--- config.mk ---
export PLATFORM = sky130hd
export DESIGN_NAME = uart_lite
export DESIGN_NICKNAME = d
export VERILOG_FILES = /design/src/design/uart_pkg.sv /design/src/design/byte_fifo_if.sv /design/src/design/uart_lite.sv /design/src/design/uart_regs.sv /design/src/design/uart_rx.sv /design/src/design/uart_tx.sv /design/src/design/uart_baud.sv /design/src/design/byte_fifo.sv
export SDC_FILE = /design/constraint.sdc
export NUM_CORES = 1
export LEC_CHECK = 0
export ABC_AREA = 1
export BUFFER_PORTS_ARGS = -buffer_cell sky130_fd_sc_hd__buf_2
export CAP_MARGIN = 25
export CORE_AREA = 3 3 202 204
export CTS_CLUSTER_DIAMETER = 120
export DETAILED_ROUTE_END_ITERATION = 16
export DIE_AREA = 0 0 205 207
export GPL_ROUTABILITY_DRIVEN = 0
export PLACE_DENSITY = 0.71
export SLEW_MARGIN = 10
export SYNTH_ARGS = -nofsm -noshare
export SYNTH_HDL_FRONTEND = slang
export SYNTH_SLANG_ARGS = --single-unit
--- constraint.sdc ---
create_clock -name i_clk -period 3 [get_ports i_clk]
set_clock_uncertainty 0.2 [all_clocks]
set_input_delay 0.15 -clock i_clk [delete_from_list [all_inputs] [get_ports i_clk]]
set_output_delay 0.15 -clock i_clk [all_outputs]
set_load 0.005 [all_outputs]
--- src/design/uart_pkg.sv ---
// Register map covers word indices 0 to 6 only and frames are fixed at 8N1
package uart_pkg;

    localparam int data_w = 8;

    typedef enum logic [2:0] {
        reg_txdata = 3'd0,
        reg_rxdata = 3'd1,
        reg_txctrl = 3'd2,
        reg_rxctrl = 3'd3,
        reg_ie     = 3'd4,
        reg_ip     = 3'd5,
        reg_scaler = 3'd6
    } reg_idx_t;

    typedef enum logic [1:0] {st_idle, st_start, st_data, st_stop} line_state_t;

    typedef struct packed {
        logic [12:0] rsv_hi;
        logic [2:0]  thresh;    // FIFO level for the interrupt
        logic [14:0] rsv_lo;
        logic        ena;
    } ctrl_word_t;

    typedef struct packed {
        logic                flag;  // Full on txdata, empty on rxdata
        logic [30-data_w:0]  rsv;
        logic [data_w-1:0]   chr;
    } data_word_t;

    // Same bus word seen as control or as character
    typedef union packed {
        ctrl_word_t ctrl;
        data_word_t data;
    } uart_word_u;

endpackage
--- src/design/byte_fifo_if.sv ---
// Count is fifo_aw bits wide and the FIFO holds 2**fifo_aw - 1 bytes
interface byte_fifo_if
    import uart_pkg::*;
#(
    parameter int fifo_aw = 4
);
    logic               push;
    logic [data_w-1:0]  push_data;
    logic               pop;
    logic [data_w-1:0]  rd_data;       // Oldest byte
    logic               full;
    logic               empty;
    logic [fifo_aw-1:0] count;

    modport fifo   (input push, push_data, pop, output rd_data, full, empty, count);
    modport writer (output push, push_data, input full, count);
    modport reader (output pop, input rd_data, empty, count);

endinterface

--- src/design/uart_lite.sv ---
// No back-pressure; each request gets its response exactly one cycle later
module uart_lite
    import uart_pkg::*;
#(
    parameter int fifo_aw = 4
) (
    input  logic        i_clk,
    input  logic        i_nrst,
    input  logic        i_req_valid,
    input  logic        i_req_write,
    input  reg_idx_t    i_req_addr,
    input  logic [31:0] i_req_wdata,
    output logic        o_resp_valid,
    output logic [31:0] o_resp_rdata,
    input  logic        i_rd,
    output logic        o_td,
    output logic        o_irq
);
    logic        tx_ena;
    logic        rx_ena;
    logic [31:0] scaler;
    logic        rise;
    logic        fall;
    logic        tx_idle;
    logic        rx_idle;

    byte_fifo_if #(.fifo_aw(fifo_aw)) tx_q ();
    byte_fifo_if #(.fifo_aw(fifo_aw)) rx_q ();

    uart_regs #(.fifo_aw(fifo_aw)) i_regs (
        .i_clk(i_clk), .i_nrst(i_nrst), .i_req_valid(i_req_valid),
        .i_req_write(i_req_write), .i_req_addr(i_req_addr), .i_req_wdata(i_req_wdata),
        .o_resp_valid(o_resp_valid), .o_resp_rdata(o_resp_rdata),
        .tx_q(tx_q.writer), .rx_q(rx_q.reader), .o_tx_ena(tx_ena), .o_rx_ena(rx_ena),
        .o_scaler(scaler), .o_irq(o_irq)
    );

    uart_baud i_baud (
        .i_clk(i_clk), .i_nrst(i_nrst), .i_scaler(scaler), .i_tx_idle(tx_idle),
        .i_rx_idle(rx_idle), .i_tx_empty(tx_q.empty), .i_rd(i_rd),
        .o_rise(rise), .o_fall(fall)
    );

    byte_fifo #(.fifo_aw(fifo_aw)) i_tx_fifo (.i_clk(i_clk), .i_nrst(i_nrst), .q(tx_q.fifo));
    byte_fifo #(.fifo_aw(fifo_aw)) i_rx_fifo (.i_clk(i_clk), .i_nrst(i_nrst), .q(rx_q.fifo));

    uart_tx i_tx (
        .i_clk(i_clk), .i_nrst(i_nrst), .i_ena(tx_ena), .i_rise(rise),
        .q(tx_q.reader), .o_tx_idle(tx_idle), .o_td(o_td)
    );

    uart_rx i_rx (
        .i_clk(i_clk), .i_nrst(i_nrst), .i_ena(rx_ena), .i_fall(fall), .i_rd(i_rd),
        .q(rx_q.writer), .o_rx_idle(rx_idle)
    );

endmodule

--- src/design/uart_regs.sv ---
// Pending bits follow the FIFO rules each cycle so a write to ip lasts one cycle only
module uart_regs
    import uart_pkg::*;
#(
    parameter int fifo_aw = 4
) (
    input  logic        i_clk,
    input  logic        i_nrst,
    input  logic        i_req_valid,
    input  logic        i_req_write,
    input  reg_idx_t    i_req_addr,
    input  logic [31:0] i_req_wdata,
    output logic        o_resp_valid,
    output logic [31:0] o_resp_rdata,
    byte_fifo_if.writer tx_q,
    byte_fifo_if.reader rx_q,
    output logic        o_tx_ena,
    output logic        o_rx_ena,
    output logic [31:0] o_scaler,
    output logic        o_irq
);
    uart_word_u wr;
    uart_word_u rd;
    logic [2:0] tx_thresh;
    logic [2:0] rx_thresh;
    logic       tx_ie;
    logic       rx_ie;
    logic       tx_ip;
    logic       rx_ip;
    logic       wr_en;
    logic       tx_low;
    logic       rx_high;

    assign wr             = i_req_wdata;
    assign wr_en          = i_req_valid && i_req_write;
    assign tx_low         = tx_q.count < fifo_aw'(tx_thresh);
    assign rx_high        = rx_q.count > fifo_aw'(rx_thresh);
    assign tx_q.push      = wr_en && (i_req_addr == reg_txdata);
    assign tx_q.push_data = wr.data.chr;
    assign rx_q.pop       = i_req_valid && !i_req_write && (i_req_addr == reg_rxdata);
    assign o_irq          = tx_ip || rx_ip;

    always_comb begin
        rd = '0;
        case (i_req_addr)
            reg_txdata: rd.data.flag = tx_q.full;
            reg_rxdata: begin
                rd.data.flag = rx_q.empty;
                rd.data.chr  = rx_q.rd_data;
            end
            reg_txctrl: begin
                rd.ctrl.ena    = o_tx_ena;
                rd.ctrl.thresh = tx_thresh;
            end
            reg_rxctrl: begin
                rd.ctrl.ena    = o_rx_ena;
                rd.ctrl.thresh = rx_thresh;
            end
            reg_ie:     rd = 32'({rx_ie, tx_ie});
            reg_ip:     rd = 32'({rx_ip, tx_ip});
            reg_scaler: rd = o_scaler;
            default:    rd = '0;
        endcase
    end

    always_ff @(posedge i_clk or negedge i_nrst) begin
        if (!i_nrst) begin
            {o_tx_ena, o_rx_ena, tx_ie, rx_ie, tx_ip, rx_ip} <= '0;
            tx_thresh    <= '0;
            rx_thresh    <= '0;
            o_scaler     <= '0;
            o_resp_valid <= 1'b0;
        end else begin
            o_resp_valid <= i_req_valid;
            tx_ip        <= tx_ie && tx_low;
            rx_ip        <= rx_ie && rx_high;
            if (wr_en) begin
                case (i_req_addr)
                    reg_txctrl: {o_tx_ena, tx_thresh} <= {wr.ctrl.ena, wr.ctrl.thresh};
                    reg_rxctrl: {o_rx_ena, rx_thresh} <= {wr.ctrl.ena, wr.ctrl.thresh};
                    reg_ie:     {rx_ie, tx_ie} <= i_req_wdata[1:0];
                    reg_ip:     {rx_ip, tx_ip} <= i_req_wdata[1:0];   // Overrides the rule
                    reg_scaler: o_scaler <= i_req_wdata;
                    default: begin
                    end
                endcase
            end
        end
    end

    always_ff @(posedge i_clk) begin
        if (i_req_valid) o_resp_rdata <= rd;
    end

endmodule

--- src/design/uart_rx.sv ---
// Samples mid-bit on each fall; the stop bit is not checked and a full FIFO drops the byte
module uart_rx
    import uart_pkg::*;
(
    input  logic        i_clk,
    input  logic        i_nrst,
    input  logic        i_ena,
    input  logic        i_fall,
    input  logic        i_rd,
    byte_fifo_if.writer q,
    output logic        o_rx_idle
);
    line_state_t       state;
    logic [2:0]        bit_cnt;
    logic [data_w-1:0] shift;

    assign o_rx_idle   = (state == st_idle);
    assign q.push      = i_fall && (state == st_stop) && !q.full;
    assign q.push_data = shift;

    always_ff @(posedge i_clk or negedge i_nrst) begin
        if (!i_nrst) begin
            state   <= st_idle;
            bit_cnt <= '0;
        end else if (i_fall) begin
            case (state)
                st_idle: begin
                    if (i_ena && !i_rd) begin   // Middle of start bit
                        state   <= st_data;
                        bit_cnt <= '0;
                    end
                end
                st_data: begin
                    bit_cnt <= bit_cnt + 3'd1;
                    if (bit_cnt == 3'(data_w - 1)) state <= st_stop;
                end
                default: begin
                    state <= st_idle;
                end
            endcase
        end
    end

    // LSB arrives first
    always_ff @(posedge i_clk) begin
        if (i_fall && (state == st_data)) begin
            shift <= {i_rd, shift[data_w-1:1]};
        end
    end

endmodule

--- src/design/uart_tx.sv ---
// 8N1 only; a queued byte starts on the rise that ends the previous stop bit
module uart_tx
    import uart_pkg::*;
(
    input  logic        i_clk,
    input  logic        i_nrst,
    input  logic        i_ena,
    input  logic        i_rise,
    byte_fifo_if.reader q,
    output logic        o_tx_idle,
    output logic        o_td
);
    line_state_t state;
    logic [9:0]  shift;
    logic        load;

    assign load      = i_rise && i_ena && !q.empty &&
                       ((state == st_idle) || (state == st_stop));
    assign q.pop     = load;
    assign o_tx_idle = (state == st_idle);
    assign o_td      = shift[0];

    always_ff @(posedge i_clk or negedge i_nrst) begin
        if (!i_nrst) begin
            state <= st_idle;
            shift <= '1;                        // Line idles high
        end else if (load) begin
            shift <= {1'b1, q.rd_data, 1'b0};   // Stop, data, start
            state <= st_start;
        end else if (i_rise) begin
            case (state)
                st_start: begin
                    shift <= shift >> 1;
                    state <= st_data;
                end
                st_data: begin
                    shift <= shift >> 1;        // Zero fill leaves the stop bit on top
                    if (shift[9:1] == 9'd1) state <= st_stop;
                end
                st_stop: begin
                    state <= st_idle;
                end
                default: begin
                end
            endcase
        end
    end

endmodule

--- src/design/uart_baud.sv ---
// Scaler 0 stops all strobes; one bit lasts 2*scaler clocks and strobes lag the wrap by a cycle
module uart_baud (
    input  logic        i_clk,
    input  logic        i_nrst,
    input  logic [31:0] i_scaler,
    input  logic        i_tx_idle,
    input  logic        i_rx_idle,
    input  logic        i_tx_empty,
    input  logic        i_rd,
    output logic        o_rise,
    output logic        o_fall
);
    logic [31:0] cnt;
    logic        level;
    logic        hold;
    logic        wrap;

    // Quiet line and nothing to send
    assign hold = i_tx_idle && i_rx_idle && i_tx_empty && i_rd;
    assign wrap = cnt >= (i_scaler - 32'd1);

    always_ff @(posedge i_clk or negedge i_nrst) begin
        if (!i_nrst) begin
            cnt    <= '0;
            level  <= 1'b1;
            o_rise <= 1'b0;
            o_fall <= 1'b0;
        end else begin
            o_rise <= 1'b0;
            o_fall <= 1'b0;
            if ((i_scaler == '0) || hold) begin
                cnt   <= '0;                    // Resync point
                level <= 1'b1;
            end else if (wrap) begin
                cnt    <= '0;
                level  <= !level;
                o_rise <= !level;
                o_fall <= level;
            end else begin
                cnt <= cnt + 32'd1;
            end
        end
    end

endmodule

--- src/design/byte_fifo.sv ---
// Push while full and pop while empty are ignored; storage has no reset
module byte_fifo
    import uart_pkg::*;
#(
    parameter int fifo_aw = 4
) (
    input logic         i_clk,
    input logic         i_nrst,
    byte_fifo_if.fifo   q
);
    logic [data_w-1:0]  mem [2**fifo_aw];
    logic [fifo_aw-1:0] wr_ptr;
    logic [fifo_aw-1:0] rd_ptr;
    logic [fifo_aw-1:0] wr_nxt;
    logic               do_push;
    logic               do_pop;

    assign wr_nxt    = wr_ptr + 1'b1;
    assign q.full    = (wr_nxt == rd_ptr);     // One slot always left free
    assign q.empty   = (wr_ptr == rd_ptr);
    assign q.count   = wr_ptr - rd_ptr;
    assign q.rd_data = mem[rd_ptr];
    assign do_push   = q.push && !q.full;
    assign do_pop    = q.pop && !q.empty;

    always_ff @(posedge i_clk or negedge i_nrst) begin
        if (!i_nrst) begin
            wr_ptr <= '0;
            rd_ptr <= '0;
        end else begin
            if (do_push) wr_ptr <= wr_nxt;
            if (do_pop) rd_ptr <= rd_ptr + 1'b1;
        end
    end

    always_ff @(posedge i_clk) begin
        if (do_push) begin
            mem[wr_ptr] <= q.push_data;
        end
    end

endmodule

# Yosys cells after proc, flatten, opt, wreduce, memory -nomap -nowiden
# Memory sizes are Yosys's and may differ from the RTL's.
# Cells that the tools add are included.
[word_totals]
memories = 2
register_bits = 153
output_inout_bits = 35
word_cells = 139
ramBits = 256
[memory_table]
columns = ["name", "words", "width", "rd", "rd_ports_with_merged_regs", "write_ports", "line", "text"]
rows = [
  ["i_rx_fifo.mem", 16, 8, 1, 0, 1, "byte_fifo.sv:11", "logic [data_w-1:0] mem [2**fifo_aw];"],
  ["i_tx_fifo.mem", 16, 8, 1, 0, 1, "byte_fifo.sv:11", ""],
]
[op_classes]
n_eq_ne = 20
n_lt_le_gt_ge = 3
reduce_logical = 48
addsub = 9
n_mux = 32
[op_table]
columns = ["op", "n"]
rows = [
  ["$mux W32", 2],
  ["$add A32 B1 Y32 const B", 1],
  ["$ge A32 B32 Y1", 1],
  ["$logic_not A32 Y1", 1],
  ["$sub A32 B1 Y32 const B", 1],
  ["$mux W10", 3],
  ["$pmux W7 S4", 1],
  ["$logic_and A1 B1 Y1", 20],
  ["$add A4 B1 Y4 const B", 4],
  ["$eq A4 B4 Y1", 4],
  ["$mux W1", 14],
  ["$eq A3 B3 Y1 const B", 4],
  ["$mux W2", 5],
  ["$reduce_and A2 Y1", 5],
  ["$eq A9 B1 Y1 const B", 1],
  ["$pmux W3 S3", 1],
  ["$reduce_and A3 Y1", 3],
  ["$eq A2 B2 Y1 const B", 4],
  ["$reduce_bool A2 Y1", 4],
  ["$sub A4 B4 Y4", 2],
  ["$logic_not A1 Y1", 7],
  ["$eq A3 B2 Y1 const B", 2],
  ["$pmux W1 S6", 1],
  ["$pmux W2 S3", 1],
  ["16 further kinds", 20],
]

# Logic depth before layout (Yosys ltp)
# Gate-level depths: netlist of run 1.
[logic_depth]
ltp_word = 7
mapped_depth = 23

# By module
# From an unflattened synthesis of run 1, not the netlist that was laid out.
[hier_totals]
hier_cells = 1968
area_unflattened_um2 = 19845.3
[by_module_without_submodules]
columns = ["mod", "area_per_inst_um2", "n_inst", "cells_per_inst"]
rows = [
  ["byte_fifo at i_tx_fifo", 5890.6, 1, 497],
  ["byte_fifo at i_rx_fifo", 5883.1, 1, 497],
  ["uart_baud", 3550.9, 1, 512],
  ["uart_regs", 3324.4, 1, 337],
  ["uart_tx", 694.4, 1, 84],
  ["uart_rx", 501.7, 1, 41],
]

# Worst setup path after synthesis of run 1
# Ideal clock, no wire load.
[synth_timing]
path_type = "reg-to-reg"
startpoint = "register i_regs.o_scaler[0]"
endpoint = "register i_baud.cnt[26]"
synth_period_minus_slack_ps = 2989
path_slack_ps = 11
required_time_ps = 2732
arrival_ps = 2720
n_path_buf = 1
stages_incl_launch_ff = 20
setup_time_ps = 68
path_cell_list = "dfrtp_1 inv_1 ha_1 nand2_1 inv_1 nand2_2 inv_1 nand4_1 nor2_1 nand2_1 xor2_1 ha_1 nand2_1 nor2_1 nand2_1 inv_1 a21oi_1 nand3_4 buf_8 nor2_4"
[synth_between]
elab_chain_len = 4
elab_cells_between_ends = 6
[synth_rtl]
columns = ["element", "line", "text"]
rows = [
  ["start: declaration", "uart_regs.sv:19", "output logic [31:0] o_scaler,"],
  ["start signal: assignment", "uart_regs.sv:83", "reg_scaler: o_scaler <= i_req_wdata;"],
  ["$sub A32 B1 Y32", "uart_baud.sv:20", "assign wrap = cnt >= (i_scaler - 32'd1);"],
  ["$ge A32 B32 Y1", "uart_baud.sv:20", ""],
  ["$mux W32", "uart_baud.sv:34", "end else if (wrap) begin"],
  ["$mux W32 *", "uart_baud.sv:31", "if ((i_scaler == '0) || hold) begin"],
  ["end signal: assignment", "uart_baud.sv:40", "cnt <= cnt + 32'd1;"],
  ["end: declaration", "uart_baud.sv:13", "logic [31:0] cnt;"],
]
# Mark *: on every way between the ends. The rest lies on a longest branch, timed or not.
# A chain may end at the register's enable or synchronous reset.

# Worst setup path after layout of run 1
[layout_timing]
startpoint = "register i_regs.o_scaler[5]"
endpoint = "register i_baud.cnt[19]"
# The elaborated chain is that of the path after synthesis.

==> results of run 1 <==
-- how the worst max path moves through the flow --
| stage | from | endpoint | slack [ps] | cells past startpoint |
|---|---|---|---|---|
| 2_1_floorplan | i_regs.o_scaler[0] | i_baud.cnt[26] | 10 | 19 |
| 3_3_place_gp | i_regs.o_scaler[5] | i_baud.cnt[18] | -50 | 18 |
| 4_1_cts | i_regs.o_scaler[1] | i_baud.cnt[19] | -100 | 21 |
| 6_report | i_regs.o_scaler[5] | i_baud.cnt[19] | -110 | 19 |
| 3_5_place_dp | i_regs.o_scaler[5] | i_baud.cnt[18] | -180 | 18 |
| 5_1_grt | i_regs.o_scaler[5] | i_baud.cnt[7] | -300 | 19 |
-- Yosys cell counts (4+ instances only) --
master / number
nor2_1: 334
edfxtp_1: 296
nand2_1: 255
o21ai_0: 200
inv_1: 139
dfrtp_1: 102
nand3_1: 72
ha_1: 63
o211ai_1: 58
xor2_1: 58
nor2_2: 31
clkbuf_1: 30
buf_2: 28
nor3_1: 28
a21oi_1: 23
xnor2_1: 15
nand4_1: 13
dfstp_2: 11
o221ai_1: 10
nor2_4: 9
nand2_2: 8
nor4_1: 5
buf_4: 4
inv_2: 4
-- through the flow --
| step | setup slack (ps) | area [µm²] | setup TNS [ps] | hold slack [ps] | utilization (%) |
|---|---|---|---|---|---|
| final | -107.1 | 22660 | -2715 | 125.7 | 57.42 |
| after global routing | -304.3 | 22660 | -9532 | 139.6 | 57.42 |
| after CTS | -99.15 | 22440 | -1927 | 86.59 | 56.87 |
| after detailed placement | -177.9 | 20500 | -4680 | 53.84 | 51.96 |
| after global placement | -46.18 | 20500 | -608.6 | 44.05 | 51.96 |
| after floorplan | 11.41 | 19120 | 0 | -345.6 | - |
-- routing by layer --
metal | share of wire (%) | vias up | track usage [%]
li1 | - | 6628 | -
met1 | 43 | 6770 | 30.59
met2 | 47 | 518 | 34.51
met3 | 6.9 | 100 | 4.008
met4 | 2.9 | 0 | 6.882
met5 | 0 | - | 0
-- cells by family after synthesis --
family	count (synthesis)	synth area share [%]
xor+xnor	75	3.515
buf+inv	212	4.601
simple gates	763	17.06
compound gates	306	9.131
fa+ha+maj	65	4.333
flops	409	61.36
-- area by class of cell --
cell class                 instances  area, µm²
sequential                       409      11730
antenna                            1      2.502
inverter                         146      548.0
timing repair buffer             207       1604
clock buffer                      52       1131
clock inverter                    28      255.2
tap                              525      656.9
multi-input combinational       1209       6724
fill                            3233      16800
-- sequential cells by signal, summed over array words and instances (netlist names), 4 cells and up --
| register | cells |
|---|---|
| i_rx_fifo.mem | 128 |
| i_tx_fifo.wr_ptr | 4 |
| i_baud.cnt | 32 |
| i_regs.o_scaler | 32 |
| i_tx_fifo.mem | 128 |
| i_rx_fifo.wr_ptr | 4 |
| i_regs.o_resp_rdata | 32 |
| i_tx_fifo.rd_ptr | 4 |
| i_rx_fifo.rd_ptr | 4 |
| i_rx.q.push_data | 8 |
| i_tx.shift | 10 |
-- where the power goes --
group | leakage, µW | switching (µW) | total [µW] | internal (µW)
logic | 0.00403 | 1990 | 3110 | 1120
registers | 0.00411 | 226 | 6520 | 6290
clock network | 0.000673 | 2190 | 5230 | 3040
-- tightest hold or removal path, stage by stage --
cell	delay (ps)
dlygate4sd3_1	520
buf_2	90
nand2_1	40
o21ai_0	60
-- what timing repair did --
item | CTS | global route
hold buffers | 43 | 0
setup endpoints to repair | 35 | 35
endpoints found under the hold margin | 293 | 0
resized for setup | 21 | 34
cloned | 1 | 2
pin swaps | 5 | 16
buffers inserted | 2 | 2
==> load_flow_metrics.sql, run 1 <==
INSERT INTO impl_metrics (metric_group, metric, value, unit) VALUES
('run_status', 'run_status', 'complete, but fails checks', ''),
('run_status', 'failed_checks', 'setup timing', ''),
('worst_hold_path', 'hold_path.startpoint', 'i_req_wdata[26]', ''),
('floorplan', 'start_util', '48.45', '%'),
('yosys', 'synth_ff_type', 'edfxtp_1', ''),
('layout', 'top_library_cells_by_usage_in_the_layout_fill_and_taps_aside', '322 x nor2_1, 296 x edfxtp_1, 251 x nand2_1', ''),
('yosys', 'avgSynthCellArea', '10.45', 'µm²'),
('run', 'cap_violations', '0', ''),
('route', 'drtAntennaViolNets', '0', ''),
('clocking', 'cts_inserted_buffers', '43', ''),
('global_routing', 'grt_start_max_net_pins', '68', ''),
('yosys', 'synth_largest_area_cell', 'edfxtp_1', ''),
('floorplan', 'design.die.area', '42440', 'µm²'),
('critical_path', 'cpMaxStageDelayCell', 'dfrtp_1', ''),
('yosys', 'largest_cells_by_area_after_synthesis', 'edfxtp_1 46%, dfrtp_1 13%, nor2_1 6.6%', ''),
('route', 'dr_total_vias', '14020', ''),
('timing', 'grt_setup_unrepaired', 'yes', ''),
('route', 'drc_markers', '0', ''),
('worst_hold_path', 'worstHoldPathCells', '4', ''),
('timing', 'hold_viol_final', '0', ''),
('layout', 'final_common_cell', 'nor2_1', ''),
('yosys', 'netlist.area_leader.share', '46.50', '%'),
('route', 'initialDrtViolationCount', '1310', ''),
('yosys', 'ys.warnings.count', '0', ''),
('global_routing', 'global_route.overflow_total', '0', ''),
('floorplan', 'dieHeight', '207', 'µm'),
('route', 'route.detailed.vias_per_inst', '5.439', ''),
('global_routing', 'antenna_found_initial', '1', ''),
('yosys', 'number_of_flops_mapped_to_enable_cells_by_yosys', '296', ''),
('power_and_ir_drop', 'power.static_leakage', '0.008815', 'µW'),
('yosys', 'mappedNetlistNets', '1935', ''),
('critical_path', 'worst_r2r_startpoint', 'i_regs.o_scaler[5]', ''),
('critical_path', 'worst_path_bufs_invs', '4', ''),
('critical_path', 'critical_path.startpoint_type', 'flip-flop', ''),
('critical_path', 'max_stage_delay', '390', 'ps'),
('critical_path', 'worst-endpoint-arrival', '3390', 'ps'),
('critical_path', 'reg_to_reg_slack_setup', '-110', 'ps'),
('critical_path', 'worstPathCellList', 'nor2_2 -> nand3_2 -> nor3_4 -> buf_6 -> nand2_4 -> nor2_4 -> nand2_4 -> nor2_2 -> xor2_1 -> ha_1 -> nand2_1 -> nor2_1 -> nand2_1 -> inv_1 -> a21oi_2 -> buf_4 -> nand3_4 -> buf_12 -> nor2_4', ''),
('clocking', 'insertion_delay', '570', 'ps'),
('layout', 'nets_finish', '2121', ''),
('power_and_ir_drop', 'power', '14860', 'µW'),
('timing', 'max-slew-margin-rel', '50.37', '%'),
('timing', 'finalCriticalPeriod', '3107', 'ps'),
('place', 'dp_hpwl', '30620', 'µm'),
('layout', 'synthToLayoutAreaGrowth', '18.52', '%'),
('clocking', 'clock_tree_from_tritoncts', 'built', ''),
('worst_hold_path', 'capture_endpoint_of_the_worst_hold_path', 'i_regs.o_scaler[26]', ''),
('route', 'wire_per_inst', '18.08', 'µm'),
('critical_path', 'timing.rr.end', 'i_baud.cnt[19]', ''),
('critical_path', 'cp-end-kind', 'flip-flop', ''),
('layout', 'final_layout_size_suffix_gt1_share', '16.19', '%'),
('timing', 'final-max-slew-violation-count', '0', ''),
('timing', 'finalSetupViolations', '32', ''),
('critical_path', 'cp_max_fo', '8', ''),
('floorplan', 'die_width', '205', 'µm'),
('power_and_ir_drop', 'worst_ir_drop_vdd', '581.7', 'µV'),
('yosys', 'async_s_r_ff_share_synth', '27.63', '%'),
('yosys', 'ys_ff_latch', '409', ''),
('power_and_ir_drop', 'power_density', '655.9', 'nW/µm²'),
('place', 'io_buffer_count', '74', ''),
('floorplan', 'core_area', '39460', 'µm²'),
('timing', 'post-route-worst-setup-slack', '-107.1', 'ps'),
('yosys', 'synth_seq_area_share', '61.36', '%'),
('yosys', 'syn_area', '19120', 'µm²'),
('clocking', 'ctsLongestPathBuffers', '3', ''),
('clocking', 'clock-root-buffer', 'clkbuf_16', ''),
('worst_hold_path', 'type_of_the_tightest_min_delay_check', 'in -> reg', ''),
('yosys', 'synthCells', '1830', ''),
('route', 'detailed_route_wire_length', '46590', 'µm'),
('global_routing', 'grt_util_all_layers', '21.76', '%'),
('yosys', 'synth_cell_types', '42', '');
Note: power is estimated with default switching activity, not from simulation.
==> run 2, diff against run 1 <==
--- a/config.mk
+++ b/config.mk
@@ -8,13 +8,14 @@
 export ABC_AREA = 1
 export BUFFER_PORTS_ARGS = -buffer_cell sky130_fd_sc_hd__buf_2
 export CAP_MARGIN = 25
-export CORE_AREA = 3 3 202 204
+export CORE_AREA = 3 3 206 208
 export CTS_CLUSTER_DIAMETER = 120
 export DETAILED_ROUTE_END_ITERATION = 16
-export DIE_AREA = 0 0 205 207
+export DIE_AREA = 0 0 209 211
 export GPL_ROUTABILITY_DRIVEN = 0
-export PLACE_DENSITY = 0.71
-export SLEW_MARGIN = 10
+export PLACE_DENSITY = 0.7
+export SLEW_MARGIN = 20
 export SYNTH_ARGS = -nofsm -noshare
 export SYNTH_HDL_FRONTEND = slang
+export SYNTH_HIERARCHICAL = 1
 export SYNTH_SLANG_ARGS = --single-unit
==> run 2 against run 1 <==
The run still ends with setup timing left. Final area up 1.8%. Critical endpoint is now i_baud/cnt[28]. Worst hold slack better by 9.9 ps. Flip-flop and latch count unchanged. Maximum frequency up 1.7%. Non-clock buffer count down 11. Highest routed layer is now met5. Core utilization down 0.78 points. Worst setup slack better by 53 ps. Global-route usage down 0.40 points. Die area up 3.9%. Cell count up 4.5%.
==> load_flow_metrics.sql, run 2 <==
INSERT INTO impl_metrics (metric_group, metric, value, unit) VALUES
('worst_hold_path', 'hold_path.startpoint', 'i_req_wdata[29]', ''),
('route', 'wire_per_inst', '17.81', 'µm'),
('critical_path', 'cpMaxStageDelayCell', 'dfrtp_1', ''),
('power_and_ir_drop', 'power', '15160', 'µW'),
('route', 'drc_markers', '0', ''),
('timing', 'hold_viol_final', '0', ''),
('layout', 'fill_cells', '3360', ''),
('critical_path', 'worstPathCellList', 'inv_2 -> ha_4 -> inv_4 -> nor2_4 -> nand2_2 -> nor2_4 -> nand3b_1 -> nor2_2 -> nand2_1 -> xnor2_1 -> inv_1 -> ha_4 -> nand2_4 -> nor2_4 -> o21ai_1 -> nand2_1 -> a21oi_2 -> nand3_4 -> clkbuf_16 -> nor2_1', ''),
('critical_path', 'worst_path_bufs_invs', '4', ''),
('floorplan', 'core_area', '40740', 'µm²'),
('place', 'dp_hpwl', '31770', 'µm'),
('timing', 'max-slew-margin-rel', '41.15', '%'),
('yosys', 'number_of_flops_mapped_to_enable_cells_by_yosys', '296', ''),
('timing', 'final.hold.worst_slack', '135.6', 'ps'),
('clocking', 'cts.sink_count', '409', ''),
('global_routing', 'global_route.overflow_total', '0', ''),
('timing', 'maxClockFrequency', '0.3275', 'GHz'),
('clocking', 'clock_tree_from_tritoncts', 'built', ''),
('layout', 'synthToLayoutAreaGrowth', '16.27', '%'),
('yosys', 'synth_seq_area_share', '59.11', '%'),
('timing', 'finalCriticalPeriod', '3054', 'ps'),
('yosys', 'synthCells', '1968', ''),
('floorplan', 'rows', '74', ''),
('critical_path', 'worst_r2r_startpoint', 'i_regs/o_scaler[1]', ''),
('layout', 'nets_finish', '2229', ''),
('yosys', 'mappedNetlistNets', '2072', ''),
('yosys', 'synth_cell_types', '49', ''),
('run_status', 'run_status', 'complete, but fails checks', ''),
('yosys', 'ys_ff_latch', '409', ''),
('timing', 'period_utilization_post_route', '101.8', '%'),
('route', 'dr_total_vias', '14460', ''),
('floorplan', 'die_width', '209', 'µm'),
('clocking', 'cts_inserted_buffers', '42', ''),
('global_routing', 'grt_pass1_vias', '14140', ''),
('critical_path', 'cp_max_fo', '8', ''),
('yosys', 'avgSynthCellArea', '10.08', 'µm²'),
('clocking', 'insertion_delay', '580', 'ps'),
('yosys', 'synth_ff_type', 'edfxtp_1', ''),
('run', 'cap_violations', '0', ''),
('critical_path', 'worst-endpoint-arrival', '3370', 'ps'),
('power_and_ir_drop', 'worst_ir_drop_vdd', '596.9', 'µV'),
('route', 'route.detailed.vias_per_inst', '5.372', ''),
('yosys', 'synth_largest_area_cell', 'edfxtp_1', ''),
('global_routing', 'antenna_found_initial', '3', ''),
('run_status', 'failed_checks', 'setup timing', ''),
('yosys', 'syn_area', '19850', 'µm²'),
('power_and_ir_drop', 'power.static_leakage', '0.009012', 'µW'),
('global_routing', 'grt_first_pass_wirelength', '75070', 'µm'),
('worst_hold_path', 'capture_endpoint_of_the_worst_hold_path', 'i_regs/o_scaler[29]', ''),
('timing', 'worstMarginPinSlew', '879.6', 'ps'),
('critical_path', 'critical_path.startpoint_type', 'flip-flop', ''),
('critical_path', 'worstRegToRegCells', '20', ''),
('critical_path', 'reg_to_reg_slack_setup', '-50', 'ps'),
('floorplan', 'start_util', '48.71', '%'),
('route', 'initialDrtViolationCount', '1409', ''),
('floorplan', 'io_pins', '75', ''),
('clocking', 'ctsLongestPathBuffers', '3', ''),
('critical_path', 'worstPathRequired', '3320', 'ps'),
('critical_path', 'path_common_cell', 'nor2_4', ''),
('timing', 'finalSetupViolations', '32', ''),
('timing', 'grt_setup_unrepaired', 'yes', ''),
('timing', 'final-max-slew-violation-count', '0', ''),
('critical_path', 'max_stage_delay', '380', 'ps'),
('yosys', 'largest_cells_by_area_after_synthesis', 'edfxtp_1 45%, dfrtp_1 13%, nor2_1 6.5%', ''),
('worst_hold_path', 'type_of_the_tightest_min_delay_check', 'in -> reg', ''),
('clocking', 'cts.reportedPaths.clkPinSlew', '60', 'ps'),
('global_routing', 'grt_start_max_net_pins', '74', ''),
('layout', 'final_util', '56.64', '%'),
('worst_hold_path', 'worstHoldPathCells', '4', ''),
('place', 'io_buffer_count', '74', ''),
('floorplan', 'design.die.area', '44100', 'µm²'),
('yosys', 'yosys.cell_count.top_type', 'nor2_1', ''),
('layout', 'final_layout_size_suffix_gt1_share', '17.09', '%'),
('route', 'detailed_route_wire_length', '47930', 'µm'),
('global_routing', 'grt_util_all_layers', '21.36', '%'),
('layout', 'final_common_cell', 'nor2_1', ''),
('critical_path', 'worst-setup-path-type', 'reg -> reg', ''),
('route', 'dr.pass1.iters', '5', ''),
('critical_path', 'timing.rr.end', 'i_baud/cnt[28]', ''),
('clocking', 'h_tree_depth', '2', ''),
('place', 'placedInstanceArea', '20850', 'µm²'),
('critical_path', 'cp-end-kind', 'flip-flop', ''),
('floorplan', 'dieHeight', '211', 'µm'),
('yosys', 'ys.warnings.count', '6', ''),
('power_and_ir_drop', 'power_density', '656.9', 'nW/µm²'),
('yosys', 'synth_common_cells', '343 x nor2_1, 321 x nand2_1, 296 x edfxtp_1', ''),
('timing', 'post-route-worst-setup-slack', '-53.72', 'ps'),
('layout', 'top_library_cells_by_usage_in_the_layout_fill_and_taps_aside', '322 x nor2_1, 313 x nand2_1, 296 x edfxtp_1', ''),
('layout', 'stdcell_area', '23070', 'µm²'),
('critical_path', 'critPathTopFamily', 'simple AND/OR/NAND/NOR gates', ''),
('clocking', 'clock-root-buffer', 'clkbuf_16', ''),
('route', 'drtAntennaViolNets', '0', ''),
('layout', 'layout_top_registers', 'i_rx_fifo/mem (128), i_tx_fifo/mem (128)', ''),
('yosys', 'netlist.area_leader.share', '44.79', '%'),
('yosys', 'async_s_r_ff_share_synth', '27.63', '%');
-- run 2: metal layers --
layer  global-route usage, %  routed length (µm)
met1                   29.46               20750
met2                   35.69               23240
met3                   3.416                2965
met4                   5.612                 951
met5                       0                  21
-- run 2: how the worst max path moves through the flow --
stage | from | end | slack, ps | depth (start not counted)
global route | i_regs/o_scaler[18] | i_baud/cnt[13] | -230 | 15
floorplan | i_regs/o_scaler[0] | i_baud/cnt[23] | 60 | 20
CTS | i_regs/o_scaler[1] | i_baud/cnt[29] | -30 | 20
global placement | i_regs/o_scaler[1] | i_baud/cnt[28] | 70 | 20
finish | i_regs/o_scaler[1] | i_baud/cnt[28] | -50 | 20
detailed placement | i_regs/o_scaler[1] | i_baud/cnt[29] | -140 | 20
-- run 2: tightest hold or removal path, cell delays in order --
cell and delay [ps]:
dlygate4sd3_1 520, buf_2 100, nand2_1 40, o21ai_0 70
-- run 2: layout make-up --
type	count	area [µm²]	area share (%)
sequential	409	11740	50.86
multi-input combinational	1304	7109	30.81
timing repair buffer	196	1476	6.398
clock buffer	55	1182	5.124
tap	532	665.6	2.885
inverter	172	653.1	2.830
clock inverter	23	249.0	1.079
antenna	1	2.502	0.01084
-- run 2: where the power goes --
| part | switching (µW) | internal (µW) |
|---|---|---|
| logic | 2160 | 1130 |
| clock network | 2190 | 3150 |
| registers | 242 | 6290 |
| total | 4590 | 10600 |
-- run 2: stage by stage --
stage | instances | setup slack, ps | setup TNS [ps]
floorplan | 1968 | 63.81 | 0
global placement | 2557 | 68.46 | 0
detailed placement | 2557 | -140.5 | -4247
CTS | 2682 | -32.51 | -750.5
global route | 2692 | -229.8 | -7153
finish | 2692 | -53.72 | -1257
-- run 2: kinds of logic after synthesis --
group / share of synthesized area (%)
simple gates: 19.00
compound gates: 8.663
fa+ha+maj: 4.111
buf+inv: 6.084
flops: 59.11
xor+xnor: 3.039
-- run 2: timing repair --
item | CTS | global route
setup buffers | 5 | 6
endpoints found under the setup margin | 35 | 163
gates resized for setup | 17 | 47
pin swaps | 9 | 22
gates cloned | 1 | 1
hold endpoints to repair | 250 | 35
hold buffers | 41 | 1
